File: src/source/dmmu_pkg.sv
package dmmu_pkg;

    // **************************************************
    // widths
    // **************************************************
    typedef logic [63:0]  vaddr_t;
    typedef logic [63:0]  paddr_t;
    typedef logic [127:0] pte_t;
    typedef logic [26:0]  vpn_t;
    typedef logic [43:0]  ppn_t;
    typedef logic [15:0]  asid_t;
    typedef logic [1:0]   priv_t;
    typedef logic [2:0]   level_t;

    // privilege levels
    localparam priv_t PRV_U = 2'b00;
    localparam priv_t PRV_S = 2'b01;
    localparam priv_t PRV_M = 2'b11;

    // satp mode with translation off
    localparam logic [3:0] SATP_BARE = 4'h0;

    localparam int VA_BITS          = 39;
    localparam int PAGE_OFFSET_BITS = 12;

    // page size codes carried in the level field
    localparam level_t LVL_4K = 3'd0;
    localparam level_t LVL_2M = 3'd1;
    localparam level_t LVL_1G = 3'd2;

    // **************************************************
    // entry layout from the second-level TLB
    // **************************************************
    localparam int PTE_LEVEL_MSB = 2;
    localparam int PTE_LEVEL_LSB = 0;

    localparam int PTE_VPN_MSB = 57;
    localparam int PTE_VPN_LSB = 31;

    // permission and attribute bits
    localparam int PTE_R = 59;
    localparam int PTE_W = 60;
    localparam int PTE_X = 61;
    localparam int PTE_U = 62;
    localparam int PTE_G = 63;

    localparam int PTE_PPN_MSB = 111;
    localparam int PTE_PPN_LSB = 68;

    localparam int PTE_ASID_MSB = 127;
    localparam int PTE_ASID_LSB = 112;

endpackage

File: src/source/paddr_stage.sv
module paddr_stage (
    input  logic             clk,
    input  logic             rst_n,
    input  logic             flush,
    input  logic             mmu_fifo_valid,
    input  logic             resolved,
    input  dmmu_pkg::paddr_t paddr_next,
    input  logic             error_next,
    input  logic             paddr_ready,
    output logic             mmu_fifo_ready,
    output logic             accept,
    output logic             paddr_valid,
    output dmmu_pkg::paddr_t paddr,
    output logic             paddr_error
);

    logic slot_free;

    // empty slot or one draining this cycle
    assign slot_free      = ~paddr_valid | paddr_ready;
    assign mmu_fifo_ready = mmu_fifo_valid & resolved & slot_free;
    assign accept         = mmu_fifo_ready;

    always_ff @(posedge clk or negedge rst_n) begin
        if (!rst_n) begin
            paddr_valid <= 1'b0;
        end else if (flush) begin
            paddr_valid <= 1'b0;
        end else if (slot_free) begin
            paddr_valid <= accept;
        end
    end

    // holds while the cache stalls
    always_ff @(posedge clk) begin
        if (accept) begin
            paddr       <= paddr_next;
            paddr_error <= error_next;
        end
    end

endmodule

File: config.mk
export PLATFORM = sky130hd
export DESIGN_NAME = paddr_stage
export DESIGN_NICKNAME = d
export VERILOG_FILES = /design/src/source/dmmu_pkg.sv /design/src/source/paddr_stage.sv
export SDC_FILE = /design/constraint.sdc
export NUM_CORES = 1
export LEC_CHECK = 0
export ABC_AREA = 0
export CAP_MARGIN = 20
export CORE_UTILIZATION = 30
export CTS_BUF_LIST = sky130_fd_sc_hd__clkbuf_16
export DETAILED_ROUTE_END_ITERATION = 8
export DONT_BUFFER_PORTS = 1
export SLEW_MARGIN = 20
export SYNTH_ARGS = -nofsm -noshare
export SYNTH_HDL_FRONTEND = slang
export SYNTH_SLANG_ARGS = --single-unit
File: constraint.sdc
create_clock -name clk -period 2.3 [get_ports clk]
set_input_delay 0.23 -clock clk [delete_from_list [all_inputs] [get_ports clk]]
set_output_delay 0.23 -clock clk [all_outputs]
set_load 0.01 [all_outputs]
==> impl_results.md <==
* Status: complete, but fails checks
* Failing checks: DRC
* Top-count cell post-synth: edfxtp_1
* Post-synthesis xor/xnor area fraction at 0
* CP Capture Type: output port
* Synth top area cells: edfxtp_1, dfrtp_1, nand2b_4
* Startpoint Class: flop
* Avg Synthesized Cell Area at 28.5 µm²
* Clock skew at 4.33 ps
* Complex-gate fraction of the synthesized area at 0.00432
* Number of flops mapped to enable cells by yosys at 65
* CP delay by family, top: simple AND/OR/NAND/NOR gates
* Global-route wire length before repair at 6260 µm
* Filler cells at 529
* Post-layout min period at 1920 ps
* Final Hold Slack at 88.1 ps
* Vias in the first global route at 1165
* Synthesized area at 0.00203 mm²
* Largest net degree at the start of global routing at 27
* CTS tree: yes
* Die X at 84.2 µm
* Initial Utilization at 0.316
* CP arrival at 1690 ps
* Worst-path clk slew at 50 ps
* Drt wl/cell at 18.6 µm
* Unique cell type count in the Yosys netlist at 7
* Clk root buf: clkbuf_16
* ANT cells at 0
* Number of vias in the routed layout at 1048
* Die Y at 84.2 µm
* Yosys top cell by area: edfxtp_1
* Tightest Pin Transition at 598 ps
* Fmax at 521 MHz
* Share of layout cells above drive strength 1 at 0.135
* Worst min path class: input pin to flop
* Pleak at 1.09 nW
* Maxcap violations at 0
* Routability cong. at 0.692
* Mapped Nets at 142
* Post-synthesis simple-gate area fraction at 0.0167
* Fraction of synthesized area in multiplexers at 0
* Final Hold Vio Count at 0
* Crit path buffers/inverters at 1
* Setup TNS after final layout at 0 ps
* Non-Filler Instances at 232
* Synthesis warning total at 0
* Area Overhead vs Synth at 55.2%
* Clock H-tree levels at 3
* Crit-path cells: nand2b_4 > nor2b_4 > buf_12
* Final setup fails at 0
* Worst-skew pair later-pin latency at 320 ps
* CTS sink count at 66
* # port buffers at 0
* Placed inst area at 0.00216 mm²
* RSZ-0062 raised after global routing: no
* DRT antenna net count at 0
* Peak supply drop at 0.500 mV
* Wirelength, routed at 4320 µm
* Post-route DRC at 10
* Drt first pass iters at 8
* Post-CTS Setup Inserts at 0
* GRT overflow at 0
* Area share of the largest cell type after synthesis at 0.963
* CP Max Fanout at 25
* Synth Area in Adders at 0
* Tcrit/Tclk final at 0.835
* PD cells at 950 mW/mm²
* Ys async rst share at 0.0152
* Num ports at 139
* Largest family of logic cells by synthesized area: simple AND/OR/NAND/NOR gates
* Data required time of the worst path at 2070 ps
* Normalized max-slew margin at 0.600
* Nets at 221
* Inserted Clock Buffers at 9
* Register bit count reported by yosys at 66
* Overall Global Routing Usage at 0.129
* Seq/Total Area, Yosys at 0.975
* Critical path's largest stage delay at 530 ps
* Initial antenna violation count at 0
* Placed cells at 149
* Slowest CP cell: nor2b_4
* Main synth FF type: edfxtp_1
* DR iter-0 viols at 71
* Placement Rows at 29
* Core area at 0.00642 mm²
* Post-CTS Resized at 0
* Final Max Tran Viols at 0
* Buffer depth of the longest clock path at 2
* Overall die area at 0.00709 mm²
* Avg Vias per Cell at 4.52
* Crit Path Class: flop to output port
* Utilization after layout at 0.490
* Final instance area at 0.00315 mm²
* Post-Synthesis Cells at 71
==> worst register-to-register path: stages, from the launching register on <==
cell	delay [ps]
dfrtp_1	460
nand2b_4	110
nor2b_4	530
buf_12	260
==> flip-flops by register name, summed over array words and instances, names as in the netlist <==
| signal | flops |
|---|---|
| paddr_valid | 1 |
| paddr | 64 |
| paddr_error | 1 |
==> layout by cell type (no fill, tap or decap) <==
cell,instances
dlygate4sd3_1,67
edfxtp_1,65
clkbuf_16,9
clkinvlp_4,3
bufinv_16,2
buf_12,2
nand2_2,1
nand2b_4,1
nor2b_4,1
a21oi_2,1
inv_1,1
clkinv_4,1
dfrtp_1,1
==> logic make-up after synthesis <==
group / Yosys count
flip-flops: 66
AND/OR/NAND/NOR: 3
AO/OA/AOI/OAI: 1
buffers and inverters: 1
==> layer usage <==
metal,global-route usage,share of wire,vias up
li1,-,-,443
met2,0.228,0.55,89
met5,0,0,-
met4,0.0846,0.029,0
met3,0.0747,0.12,12
met1,0.107,0.30,504
==> final timing paths <==
| check | startpoint | to | slack [ps] | cells past startpoint |
|---|---|---|---|---|
| setup / recovery | paddr_valid$_DFFE_PN0P_ | accept | 380 | 3 |
| hold / removal | resolved | paddr_valid$_DFFE_PN0P_ | 90 | 2 |
| setup reg to reg | paddr_valid$_DFFE_PN0P_ | paddr[19]$_DFFE_PP_ | 630 | 3 |
| hold reg to reg | paddr_valid$_DFFE_PN0P_ | paddr_valid$_DFFE_PN0P_ | 650 | 2 |
| max in group asynchronous | rst_n | paddr_valid$_DFFE_PN0P_ | 2080 | 1 |
| min in group asynchronous | rst_n | paddr_valid$_DFFE_PN0P_ | 120 | 1 |
==> power breakdown <==
group	internal (mW)	total (mW)	switching (mW)
registers	1.39	1.44	0.0471
clock network	0.945	1.42	0.477
logic	0.0864	0.132	0.0458
total	2.42	2.99	0.570
==> area by class of cell <==
type / count / area [µm²] / share of cell area
multi-input combinational: 4 / 42.5 / 0.0135
sequential: 66 / 1980 / 0.628
tap: 77 / 96.3 / 0.0306
clock inverter: 7 / 95.1 / 0.0302
clock buffer: 9 / 225 / 0.0716
timing repair buffer: 69 / 711 / 0.226
==> metrics by stage <==
stage,power (mW),worst slack [ps]
final,2.99,379
after floorplan,1.48,203
after CTS,3.01,383
after detailed placement,1.50,658
after global routing,3.09,290
after global placement,1.50,698
==> repair_timing <==
item                                    in CTS  in global routing
hold buffers                                67                  0
hold endpoints to repair                    67                  0
endpoints found under the setup margin       0                  0
No activity file was read; power rests on OpenSTA's default activity.
