### src/source/dmmu_pkg.sv
package dmmu_pkg;

    // **************************************************
    // widths
    // **************************************************
    typedef logic [63:0]  vaddr_t;
    typedef logic [63:0]  paddr_t;
    typedef logic [127:0] pte_t;
    typedef logic [26:0]  vpn_t;
    typedef logic [43:0]  ppn_t;
    typedef logic [15:0]  asid_t;
    typedef logic [1:0]   priv_t;
    typedef logic [2:0]   level_t;

    // privilege levels
    localparam priv_t PRV_U = 2'b00;
    localparam priv_t PRV_S = 2'b01;
    localparam priv_t PRV_M = 2'b11;

    // satp mode with translation off
    localparam logic [3:0] SATP_BARE = 4'h0;

    localparam int VA_BITS          = 39;
    localparam int PAGE_OFFSET_BITS = 12;

    // page size codes carried in the level field
    localparam level_t LVL_4K = 3'd0;
    localparam level_t LVL_2M = 3'd1;
    localparam level_t LVL_1G = 3'd2;

    // **************************************************
    // entry layout from the second-level TLB
    // **************************************************
    localparam int PTE_LEVEL_MSB = 2;
    localparam int PTE_LEVEL_LSB = 0;

    localparam int PTE_VPN_MSB = 57;
    localparam int PTE_VPN_LSB = 31;

    // permission and attribute bits
    localparam int PTE_R = 59;
    localparam int PTE_W = 60;
    localparam int PTE_X = 61;
    localparam int PTE_U = 62;
    localparam int PTE_G = 63;

    localparam int PTE_PPN_MSB = 111;
    localparam int PTE_PPN_LSB = 68;

    localparam int PTE_ASID_MSB = 127;
    localparam int PTE_ASID_LSB = 112;

endpackage

### src/source/translate_check.sv
module translate_check (
    input  logic             mmu_fifo_valid,
    input  dmmu_pkg::vaddr_t vaddr,
    input  logic             store,
    input  dmmu_pkg::priv_t  current_priv,
    input  logic             mprv,
    input  dmmu_pkg::priv_t  mpp,
    input  logic             mxr,
    input  logic             sum,
    input  logic [3:0]       satp_mode,
    input  logic             hit,
    input  dmmu_pkg::pte_t   hit_entry,
    input  logic             held_valid,
    input  dmmu_pkg::pte_t   held_entry,
    input  logic             held_error,
    output logic             resolved,
    output logic             need_walk,
    output dmmu_pkg::paddr_t paddr_next,
    output logic             error_next
);

    dmmu_pkg::priv_t  eff_priv;
    logic             bypass;
    logic             canonical;
    dmmu_pkg::pte_t   entry;
    dmmu_pkg::level_t level;
    dmmu_pkg::ppn_t   ppn;
    dmmu_pkg::paddr_t paddr_xlate;
    logic             fault_store;
    logic             fault_load;
    logic             fault_user;
    logic             fault_sup;

    // **************************************************
    // bypass and resolution
    // **************************************************
    assign eff_priv = mprv ? mpp : current_priv;
    assign bypass   = (eff_priv == dmmu_pkg::PRV_M) | (satp_mode == dmmu_pkg::SATP_BARE);

    // upper bits must all copy bit 38
    assign canonical = (&vaddr[63:dmmu_pkg::VA_BITS-1]) | ~(|vaddr[63:dmmu_pkg::VA_BITS-1]);

    assign resolved  = bypass | ~canonical | hit | held_valid;
    assign need_walk = mmu_fifo_valid & ~resolved;

    // **************************************************
    // address composition
    // **************************************************

    // a held entry wins over the array
    assign entry = held_valid ? held_entry : hit_entry;
    assign level = entry[dmmu_pkg::PTE_LEVEL_MSB:dmmu_pkg::PTE_LEVEL_LSB];
    assign ppn   = entry[dmmu_pkg::PTE_PPN_MSB:dmmu_pkg::PTE_PPN_LSB];

    always_comb begin
        case (level)
            dmmu_pkg::LVL_4K: paddr_xlate = {8'h00, ppn, vaddr[11:0]};
            dmmu_pkg::LVL_2M: paddr_xlate = {8'h00, ppn[43:9], vaddr[20:0]};
            dmmu_pkg::LVL_1G: paddr_xlate = {8'h00, ppn[43:18], vaddr[29:0]};
            default:          paddr_xlate = '0;
        endcase
    end

    assign paddr_next = bypass ? vaddr : paddr_xlate;

    // **************************************************
    // permission check
    // **************************************************
    assign fault_store = store & ~entry[dmmu_pkg::PTE_W];

    // executable pages are readable under mxr
    assign fault_load = ~store & ~entry[dmmu_pkg::PTE_R] & ~(entry[dmmu_pkg::PTE_X] & mxr);

    assign fault_user = (eff_priv == dmmu_pkg::PRV_U) & ~entry[dmmu_pkg::PTE_U];
    assign fault_sup  = (eff_priv == dmmu_pkg::PRV_S) & entry[dmmu_pkg::PTE_U] & ~sum;

    assign error_next = ~bypass & (~canonical
                                   | fault_store
                                   | fault_load
                                   | fault_user
                                   | fault_sup
                                   | (held_valid & held_error));

endmodule
### config.mk
export PLATFORM = sky130hd
export DESIGN_NAME = translate_check
export DESIGN_NICKNAME = d
export VERILOG_FILES = /design/src/source/dmmu_pkg.sv /design/src/source/translate_check.sv
export SDC_FILE = /design/constraint.sdc
export NUM_CORES = 1
export LEC_CHECK = 0
export BUFFER_PORTS_ARGS = -buffer_cell sky130_fd_sc_hd__buf_2
export CORE_AREA = 2 2 156 158
export DETAILED_ROUTE_END_ITERATION = 16
export DIE_AREA = 0 0 158 160
export PLACE_DENSITY = 0.42
export SYNTH_ARGS = -nofsm -noshare
export SYNTH_HDL_FRONTEND = slang
export SYNTH_SLANG_ARGS = --single-unit
### constraint.sdc
create_clock -name vclk -period 1.7
set_input_delay 0.255 -clock vclk [all_inputs]
set_output_delay 0.255 -clock vclk [all_outputs]
set_load 0.02 [all_outputs]
==> flow_summary_export.csv <==
group,metric,value,unit
run_status,status,"finished, violations left",
run_status,violations,"setup timing",
logic_synthesis,synth_compound_area_share,28.48,%
global_routing,grt_pass1_vias,2845,
pwr,ir_drop,0.1242,mV
floorplanning,fp.dieH,160,um
layout,nets,828,
critical_path,start_kind,"primary input",
logic_synthesis,netlist_instances,213,
layout,seq_cells,0,
place,io_buffers,249,
pwr,p_per_area,357.7,nW/um2
sta,timing.hold.ws,0.8168,ns
drt,drtIter0Drc,69,
logic_synthesis,syn_area_per_cell,6.744,um2
critical_path,max_stage_delay,0.42,ns
sta,period_share,113.3,%
sta,timing.final.crit_period,1.925,ns
hold_path,min_to,"paddr_next[4]",
global_routing,grt_use_total,7.103,%
hold_path,min_from,"vaddr[4]",
layout,multiInputGateArea,1951,um2
logic_synthesis,synth_mux_area_share,32.75,%
drt,vias,2813,
sta,hold_violations,0,
critical_path,crit_top_cell,"buf_8",
global_routing,grt_pass1_wl,14.10,mm
pwr,total_power,1.615,mW
logic_synthesis,synth_adder_area_share,0,%
logic_synthesis,yosysWarnings,0,
critical_path,arrival,1.67,ns
sta,rsz0062_at_grt,"true",
critical_path,critPathSlowestCell,"or3b_4",
global_routing,grt_max_degree,26,
logic_synthesis,synth_xor_area_share,0,%
flow_run,max-cap-violations,0,
drt,dr.pass1.iters,4,
layout,nFillCells,2674,
hold_path,hp-class,"primary input to primary output",
drt,post_drt_wl_per_cell,13.88,um
critical_path,cp_max_fo,5,
layout,nClkBuffers,0,
layout,postLayoutCoreUtil,18.96,%
drt,viasPerCell,3.456,
logic_synthesis,synth-simple-area-share,32.49,%
critical_path,crit_path_cell_trace,"buf_8, nor2b_4, a211o_4, or3b_4, buf_8, o2bb2ai_4, buf_6",
pwr,p_leak,2.121,nW
logic_synthesis,synthTopCellsByArea,"mux2i_1, o21ai_0, nand2_1",
hold_path,hold-path-cell-count,3,
floorplanning,start_util,6.030,%
logic_synthesis,synth_cell_type_count,28,
sta,fmax,519.4,MHz
logic_synthesis,syn_nets,549,
critical_path,cp.required,1.44,ns
logic_synthesis,synth_top_area_share,32.75,%
drt,routed_wl,11.30,mm
floorplanning,num_rows,57,
global_routing,antenna_found_initial,1,
sta,setup_viol,66,
drt,drc,0,
floorplanning,fp.dieW,158,um
logic_synthesis,syn_area,1436,um2
place,detailed_place_hpwl,8.456,mm
sta,fin_ws,-0.2253,ns
floorplanning,core-area,23820,um2
floorplanning,ios,403,
critical_path,worstSetupPathType,"primary input to primary output",
critical_path,worstSetupEndpointType,"primary output",
logic_synthesis,synth_top_family_by_area,"multiplexers",
logic_synthesis,ys_seq_area_share,0,%
global_routing,grt-ovfl-total,0,
place,place_congestion,0.7140,
drt,ant_nets,0,
layout,layout-drive-gt1-share,76.12,%
sta,maxSlewHeadroom,74.83,%
layout,seqCellArea,0,um2
logic_synthesis,synth_top_cell_by_area,"mux2i_1",
layout,syn_to_final_growth,214.4,%
sta,slew_violations,0,
floorplanning,die_area,25280,um2
layout,diodes,0,
sta,worst_pin_slew,0.3765,ns
-- metrics by stage --
| stage | setup TNS (ns) | instances | worst slack (ns) | area (um2) |
|---|---|---|---|---|
| finish | -10.26 | 814 | -0.2253 | 4516 |
| global placement | -14.31 | 804 | -0.3630 | 3392 |
| global route | -13.21 | 814 | -0.2567 | 4516 |
| CTS | -13.29 | 809 | -0.2911 | 4003 |
| floorplan | -2.668 | 213 | -0.08266 | 1554 |
| detailed placement | -15.87 | 804 | -0.4069 | 3392 |
-- cell usage in the layout, fill, tap and decap left out, types with 3 or more instances in the layout --
cell type / instances
buf_2: 178
buf_6: 67
mux2i_1: 47
nand2_1: 36
buf_4: 34
o21ai_4: 25
and2_4: 20
o2bb2ai_4: 9
nand4_1: 7
o21ai_2: 6
a21oi_1: 5
o21ai_1: 5
buf_8: 5
nor4_1: 4
clkbuf_16: 4
buf_12: 4
nor2_1: 3
-- what timing repair did --
item / 4_1_cts / 5_1_grt
hold buffers: 0 / 0
pin swaps: 5 / 49
gates cloned: 3 / 5
setup buffers: 4 / 1
endpoints found under the hold margin: 0 / 0
setup endpoints to repair: 67 / 67
resized for setup: 156 / 90
-- layer usage --
metal  global-route usage [%]  vias to the layer above  part of all wire (%)
met5                        0                        -                  0.12
li1                         -                     1351                     -
met1                    7.488                     1242                    38
met3                    1.085                       13                   9.7
met4                   0.3686                        2                   1.4
met2                    14.98                      205                    51
-- Yosys cell counts, types with 2 or more instances --
cell type,number
mux2i_1,47
nand2_1,38
o21ai_0,37
and2_1,20
buf_2,9
o2bb2ai_2,9
nor4_1,8
nand4_1,7
a21oi_1,6
clkbuf_1,4
nor3_1,4
a211o_1,3
nor2_1,3
and3_1,2
buf_6,2
nand3_1,2
-- critical path, delay by kind of cell --
family                 cells  cell delay (ns)
buffers and inverters      3             0.40
AOI/OAI and AO/OA          2             0.47
and+or+nand+nor            2             0.54
-- layout make-up --
type / instances / share of cell area (%)
multi-input combinational: 197 / 43.20
timing repair buffer: 292 / 47.74
tap: 324 / 8.978
inverter: 1 / 0.08313
-- worst max-delay path by stage --
stage | slack [ns] | cells past startpoint | endpoint | from
final | -0.23 | 7 | paddr_next[15] | current_priv[1]
after global routing | -0.26 | 8 | paddr_next[41] | current_priv[1]
after CTS | -0.29 | 7 | paddr_next[14] | mprv
after detailed placement | -0.41 | 7 | paddr_next[14] | current_priv[1]
after global placement | -0.36 | 7 | paddr_next[15] | current_priv[1]
after floorplan | -0.08 | 6 | paddr_next[36] | held_valid
-- report_power, final --
part	switching, mW	leakage [nW]	internal (mW)
registers	0	0	0
logic	0.779	2.12	0.836
clock network	0	0	0
total	0.779	2.12	0.836
-- cells by family after synthesis --
logic type             Yosys count
and+or+nand+nor                 91
muxes                           47
buffers and inverters           17
AOI/OAI and AO/OA               58
Power figures use the tool's default switching activity.
