### src/source/dmmu_pkg.sv
package dmmu_pkg;

    // **************************************************
    // widths
    // **************************************************
    typedef logic [63:0]  vaddr_t;
    typedef logic [63:0]  paddr_t;
    typedef logic [127:0] pte_t;
    typedef logic [26:0]  vpn_t;
    typedef logic [43:0]  ppn_t;
    typedef logic [15:0]  asid_t;
    typedef logic [1:0]   priv_t;
    typedef logic [2:0]   level_t;

    // privilege levels
    localparam priv_t PRV_U = 2'b00;
    localparam priv_t PRV_S = 2'b01;
    localparam priv_t PRV_M = 2'b11;

    // satp mode with translation off
    localparam logic [3:0] SATP_BARE = 4'h0;

    localparam int VA_BITS          = 39;
    localparam int PAGE_OFFSET_BITS = 12;

    // page size codes carried in the level field
    localparam level_t LVL_4K = 3'd0;
    localparam level_t LVL_2M = 3'd1;
    localparam level_t LVL_1G = 3'd2;

    // **************************************************
    // entry layout from the second-level TLB
    // **************************************************
    localparam int PTE_LEVEL_MSB = 2;
    localparam int PTE_LEVEL_LSB = 0;

    localparam int PTE_VPN_MSB = 57;
    localparam int PTE_VPN_LSB = 31;

    // permission and attribute bits
    localparam int PTE_R = 59;
    localparam int PTE_W = 60;
    localparam int PTE_X = 61;
    localparam int PTE_U = 62;
    localparam int PTE_G = 63;

    localparam int PTE_PPN_MSB = 111;
    localparam int PTE_PPN_LSB = 68;

    localparam int PTE_ASID_MSB = 127;
    localparam int PTE_ASID_LSB = 112;

endpackage

### src/source/miss_fsm.sv
module miss_fsm (
    input  logic           clk,
    input  logic           rst_n,
    input  logic           flush,
    input  logic           need_walk,
    input  logic           miss_ready,
    input  logic           pte_valid,
    input  dmmu_pkg::pte_t pte,
    input  logic           pte_error,
    input  logic           accept,
    output logic           miss_valid,
    output logic           held_valid,
    output dmmu_pkg::pte_t held_entry,
    output logic           held_error,
    output logic           refill,
    output dmmu_pkg::pte_t refill_entry
);

    typedef enum logic [1:0] {
        IDLE,
        REQUEST,
        WAIT,
        HELD
    } miss_state_t;

    miss_state_t      state;
    dmmu_pkg::level_t pte_level;
    logic             resp_taken;

    assign pte_level  = pte[dmmu_pkg::PTE_LEVEL_MSB:dmmu_pkg::PTE_LEVEL_LSB];
    assign resp_taken = (state == WAIT) & pte_valid;

    // **************************************************
    // state machine
    // **************************************************
    always_ff @(posedge clk or negedge rst_n) begin
        if (!rst_n) begin
            state <= IDLE;
        end else if (flush) begin
            state <= IDLE;
        end else begin
            case (state)
                IDLE: begin
                    if (need_walk) begin
                        state <= REQUEST;
                    end
                end
                REQUEST: begin
                    if (miss_ready) begin
                        state <= WAIT;
                    end
                end
                WAIT: begin
                    if (pte_valid) begin
                        state <= HELD;
                    end
                end
                HELD: begin
                    // released by the same acceptance that consumes it
                    if (accept) begin
                        state <= IDLE;
                    end
                end
                default: begin
                    state <= IDLE;
                end
            endcase
        end
    end

    // returned entry and its error flag
    always_ff @(posedge clk) begin
        if (resp_taken) begin
            held_entry <= pte;
            held_error <= pte_error;
        end
    end

    assign miss_valid = (state == REQUEST);
    assign held_valid = (state == HELD);

    // only 4K pages go into the array
    assign refill       = resp_taken & ~flush & ~pte_error & (pte_level == dmmu_pkg::LVL_4K);
    assign refill_entry = pte;

endmodule

### config.mk
export PLATFORM = sky130hd
export DESIGN_NAME = miss_fsm
export DESIGN_NICKNAME = d
export VERILOG_FILES = /design/src/source/dmmu_pkg.sv /design/src/source/miss_fsm.sv
export SDC_FILE = /design/constraint.sdc
export NUM_CORES = 1
export LEC_CHECK = 0
export BUFFER_PORTS_ARGS = -buffer_cell sky130_fd_sc_hd__buf_2
export CAP_MARGIN = 30
export CELL_PAD_IN_SITES_DETAIL_PLACEMENT = 1
export CELL_PAD_IN_SITES_GLOBAL_PLACEMENT = 1
export CORE_AREA = 4 4 151 153
export CTS_CLUSTER_SIZE = 8
export DETAILED_ROUTE_END_ITERATION = 12
export DIE_AREA = 0 0 155 157
export PLACE_DENSITY = 0.65
export SLEW_MARGIN = 20
export SYNTH_ARGS = -nofsm -noshare
export SYNTH_HDL_FRONTEND = slang
export SYNTH_SLANG_ARGS = --single-unit
### constraint.sdc
create_clock -name clk -period 4.56 [get_ports clk]
set_input_delay 0.228 -clock clk [delete_from_list [all_inputs] [get_ports clk]]
set_output_delay 0.228 -clock clk [all_outputs]
set_load 0.005 [all_outputs]
==> flow_summary.yaml, run 1 <==
grt:
  grt_pass1_vias: 3838
  grtUsageTotal: 0.121
  grt_pass1_wl_mm: 22.1
  grt_max_degree: 74
  antenna_found_initial: 1
  grt.overflow.total: 0
placement:
  dp_hpwl_mm: 11.6
  routabilityCongestion: 0.720
  port_buffers: 395
setup_path:
  critical_path_class: "flip-flop to output port"
  endpoint_kind: "output port"
  r2r_end: "held_entry[91]"
  cp.required_ps: 4330
  cp-start-kind: "flip-flop"
  rr_startpoint: "state[0]"
  r2r_slack_ps: 2270
  arrival_ps: 2250
  cp_max_fo: 58
  r2r_cells: 4
sta:
  min_period_over_period: 0.543
  final.min_clock_period_ps: 2470
  fin_worst_skew_ps: 7.96
  hold_violations: 0
  rsz0062_at_grt: "no"
  max_clock_freq_ghz: 0.404
  max-slew-margin-rel: 0.470
  fin_setup_tns_ps: 0
  setup_viol: 0
  tightest_slew_ps: 796
  slew_violations: 0
synth:
  ys_seq_elements: 131
  yosysSeqAreaShare: 0.771
  synth_area_um2: 5090
  syn-instance-count: 281
  syn_area_per_cell_um2: 18.1
  yosys_warnings: 0
  syn-num-nets: 422
  yosysUniqueCellTypes: 17
run:
  drv_cap: 0
layout:
  fillers: 2315
  drive_gt1_frac: 0.647
  fin_util: 0.371
  area_delta_synth_final_pct: 56.9
  fin_nets: 799
  antenna_cells: 0
floorplanning:
  ios: 396
  dieHeight_um: 157
  die_x_um: 155
  rows: 54
  core-area_um2: 21600
  initial_utilization: 0.236
  dieArea_um2: 24300
clock_network:
  root_buffer: "clkbuf_16"
  ctsResizeCount: 0
  path_clk_slew_ps: 60
  postCtsSetupBuffers: 0
  hold_buffers: 85
  cts_tree: "done"
  cts_buffer_depth: 2
  clkLatencyLatePin_ps: 400
  numCtsBuffers: 17
  h-tree-depth: 4
  cts.sink_count: 131
route:
  firstDrtPassIters: 4
  wire_per_inst_um: 16.5
  drt_iter0_markers: 94
  via_count: 3547
  drc: 0
  ant_nets: 0
  wirelength_mm: 15.7
  viasPerCell: 3.73
power_and_ir_drop:
  ir_drop_mv: 0.209
  leakage_nw: 3.53
  p_per_area_nw_per_um2: 435
worst_hold_path:
  worstHoldPathCells: 1
  hp-start: "pte[97]"
  hold_end: "held_entry[97]"
  min_path_type: "primary input to flip-flop"
status:
  outcome: "finished, final reports clean"
worst max-delay path by stage:
stage | endpoint | depth (start not counted) | start
finish | refill | 5 | state[0]
CTS | refill | 5 | state[0]
global placement | held_entry[107] | 4 | state[0]
floorplan | refill | 4 | state[0]
global route | refill | 5 | state[0]
detailed placement | held_entry[79] | 4 | state[0]
final cells by class:
type / count / area [µm²] / area share
Inverter: 3 / 11.3 / 0.00141
Sequential cell: 131 / 3920 / 0.491
Tap cell: 280 / 350 / 0.0439
Clock buffer: 18 / 429 / 0.0537
Clock inverter: 14 / 176 / 0.0221
Timing Repair Buffer: 486 / 2900 / 0.363
Multi-Input combinational cell: 19 / 198 / 0.0248
stage by stage:
stage / std cells / area (µm²) / total power [mW] / worst slack [ps] / hold slack [ps]
detailed placement: 829 / 6480 / 2.07 / 2250 / 19.8
CTS: 946 / 7940 / 3.54 / 2010 / 0.0895
global route: 951 / 7990 / 3.65 / 1870 / 0.126
global placement: 829 / 6480 / 2.05 / 2330 / 21.4
floorplan: 281 / 5090 / 1.84 / 92.1 / -67.6
finish: 951 / 7990 / 3.47 / 2090 / 24.8
cell usage after synthesis (all sizes together):
cell type,count,share of area
inv,3,0.0022
nor2,1,0.00074
a2111oi,1,0.0054
and2b,1,0.0017
or2b,3,0.0049
nor2b,2,0.0044
buf,128,0.19
dfrtp,2,0.0098
mux2i,2,0.0039
and2,1,0.0012
and3,1,0.0012
o21bai,1,0.0015
ha,5,0.012
edfxtp,129,0.76
nor3,1,0.00098
power breakdown:
part	total [mW]	switching (mW)	internal (mW)
logic	0.537	0.277	0.260
registers	1.55	0.0381	1.51
clock network	1.39	0.521	0.868
flip-flops by register name, indices dropped and copies added, names as in the netlist:
signal      cells
held_entry    128
held_error      1
state           2
cells in the final DEF (no fill, tap or decap):
| cell type | count |
|---|---|
| clkinv_4 | 3 |
| edfxtp_1 | 129 |
| or2b_1 | 1 |
| and3_1 | 1 |
| nor2_1 | 1 |
| buf_12 | 1 |
| clkbuf_1 | 1 |
| o21bai_1 | 1 |
| a2111oi_4 | 1 |
| or2b_2 | 2 |
| buf_2 | 395 |
| dfrtp_1 | 2 |
| nor3_1 | 1 |
| and2_4 | 1 |
| clkinv_2 | 2 |
| dlygate4sd3_1 | 90 |
| inv_6 | 4 |
| nor2b_2 | 1 |
| clkbuf_16 | 17 |
| ha_1 | 5 |
| nor2b_4 | 1 |
| mux2i_1 | 2 |
| bufinv_16 | 3 |
| clkinvlp_4 | 2 |
| and2b_2 | 1 |
| inv_1 | 3 |
per-layer routing:
layer | vias to the layer above | part of all wire | GRT usage
li1 | 1626 | - | -
met1 | 1672 | 0.35 | 0.128
met2 | 236 | 0.53 | 0.217
met3 | 11 | 0.11 | 0.0509
met4 | 2 | 0.010 | 0.0378
met5 | - | 0.00083 | 0
worst max-delay path, cell delays in order, from the launching register on:
cell	delay, ps
dfrtp_1	410
inv_1	120
ha_1	240
and2_4	670
and3_1	260
buf_2	110
kinds of logic (layout without fill, tap and decap cells):
| kind of cell | count (synthesis) | count (layout) | share of synthesized area |
|---|---|---|---|
| compound gates | 2 | 2 | 0.00688 |
| flops | 131 | 131 | 0.771 |
| mux | 2 | 2 | 0.00393 |
| simple gates | 10 | 10 | 0.0152 |
| buf+inv | 131 | 521 | 0.191 |
| fa+ha+maj | 5 | 5 | 0.0123 |
No activity file was read; power rests on OpenSTA's default activity.
==> inputs of run 2 (changes only) <==
Clock period 4.56 ns to 2.05 ns, I/O delays scaled along.
==> run 2 against run 1 <==
Against the previous run:
- flip-flop and latch count unchanged
- combinational power increased to 2.6 times the previous value
- design area increased by 7.0%
- power increased by 130%
- cell count increased by 5.7%
- count of clock-buffer cells in the layout unchanged
- sequential share of layout area decreased by 3.2 points
- register-to-register slack got worse by 2000 ps
- sequential power increased by 120%
==> flow_summary.yaml, run 2 (same netlist as run 1, synthesis figures left out) <==
route:
  viasPerCell: 3.76
  via_count: 3777
  wire_per_inst_um: 17.1
  wirelength_mm: 17.1
  drc: 0
  drt_iter0_markers: 127
  ant_nets: 0
  firstDrtPassIters: 4
sta:
  max-slew-margin-rel: 0.762
  fin_setup_tns_ps: 0
  min_period_over_period: 0.892
  tightest_slew_ps: 357
  setup_viol: 0
  rsz0062_at_grt: "no"
  fin_worst_skew_ps: 12.5
  max_clock_freq_ghz: 0.547
  slew_violations: 0
  hold_violations: 0
  holdWs_ps: 115
  final.min_clock_period_ps: 1830
placement:
  routabilityCongestion: 0.737
  dp_hpwl_mm: 12.2
  dpl.cell_count: 839
  port_buffers: 395
  dpl_cell_area_um2: 6620
floorplanning:
  die_x_um: 155
  rows: 54
  initial_utilization: 0.236
  dieHeight_um: 157
  dieArea_um2: 24300
  core-area_um2: 21600
  ios: 396
setup_path:
  cp.required_ps: 1950
  r2r_cells: 5
  r2r_slack_ps: 320
  arrival_ps: 1730
  cp-start-kind: "flip-flop"
  critical_path_class: "flip-flop to output port"
  r2r_end: "held_entry[91]"
  endpoint_kind: "output port"
  cp_max_fo: 17
  rr_startpoint: "state[0]"
layout:
  fin_area_um2: 8550
  final_common_cell: "buf_2"
  drive_gt1_frac: 0.616
  top_regs: "held_entry x128, state x2, held_error x1"
  final_cell_mix: "395 x buf_2, 132 x dlygate4sd3_1, 129 x edfxtp_1"
  largest_reg_flops: 128
  fin_cells: 1005
  regMostFlops: "held_entry"
  area_delta_synth_final_pct: 67.9
  fin_nets: 852
  fillers: 2328
  fin_util: 0.397
clock_network:
  root_buffer: "clkbuf_16"
  clkLatencyLatePin_ps: 410
  cts_buffer_depth: 2
  cts.sink_count: 131
  cts_tree: "done"
  path_clk_slew_ps: 60
  numCtsBuffers: 17
  h-tree-depth: 4
power_and_ir_drop:
  leakage_nw: 3.77
  p_per_area_nw_per_um2: 921
  ir_drop_mv: 0.483
grt:
  antenna_found_initial: 0
  grt_pass1_vias: 4234
  grt_max_degree: 54
  grtUsageTotal: 0.134
  grt_pass1_wl_mm: 24.5
  grt.overflow.total: 0
worst_hold_path:
  min_path_type: "primary input to flip-flop"
  worstHoldPathCells: 4
  hp-start: "pte_valid"
  hold_end: "state[0]"
status:
  outcome: "finished, final reports clean"
run:
  drv_cap: 0
==> run 2: cell types whose count changed in the layout (fill, tap and decap cells not counted), moves of 2 or more <==
| cell | before | now |
|---|---|---|
| buf_12 | 1 | 5 |
| dlygate4sd3_1 | 90 | 132 |
| clkinv_4 | 3 | 5 |
| inv_6 | 4 | 0 |
| clkinv_1 | 0 | 2 |
| buf_4 | 0 | 7 |
==> run 2: worst max-delay path by stage <==
stage	startpoint	end	slack [ps]	cells past startpoint
after floorplan	state[0]	refill	10	4
after global placement	state[0]	held_entry[9]	450	5
after detailed placement	state[0]	held_entry[48]	430	5
after CTS	state[0]	refill	50	6
after global routing	state[0]	refill	130	6
final	state[0]	refill	220	6
==> run 2: repair_timing <==
action	4_1_cts	5_1_grt
gates resized for setup	0	0
hold endpoints to repair	133	0
endpoints found under the setup margin	0	1
hold buffers	132	0
setup buffers	0	1
==> run 2: area by class of cell <==
type	instances	area, µm²	area share
Sequential cell	131	3920	0.459
Clock inverter	14	164	0.0192
Inverter	3	11.3	0.00132
Timing Repair Buffer	539	3450	0.404
Tap cell	280	350	0.0410
Multi-Input combinational cell	19	215	0.0252
Clock buffer	18	429	0.0502
Antenna cell	1	2.50	0.000293
==> run 2: per-stage QoR <==
stage	power (mW)	setup WS, ps
global route	8.25	131
detailed placement	4.73	430
CTS	7.99	47.9
global placement	4.69	447
finish	7.88	222
floorplan	4.06	11.4
==> run 2: power breakdown <==
part | switching [mW] | total (mW) | internal, mW
Combinational | 0.676 | 1.41 | 0.734
Clock | 1.11 | 3.02 | 1.90
Sequential | 0.0914 | 3.45 | 3.36
Total | 1.88 | 7.88 | 6.00
==> run 2: critical path, stage by stage (launching register included) <==
cell	delay, ps
dfrtp_1	430
inv_2	120
ha_4	160
and2_4	160
buf_12	160
and3_4	180
buf_2	110
==> run 2: metal layers <==
layer	part of all wire	wire, µm	GRT usage	vias to the layer above
li1	-	-	-	1729
met4	0.012	208	0.0450	0
met5	0	0	0	-
met3	0.092	1570	0.0478	15
met1	0.35	6010	0.137	1800
met2	0.55	9340	0.253	233
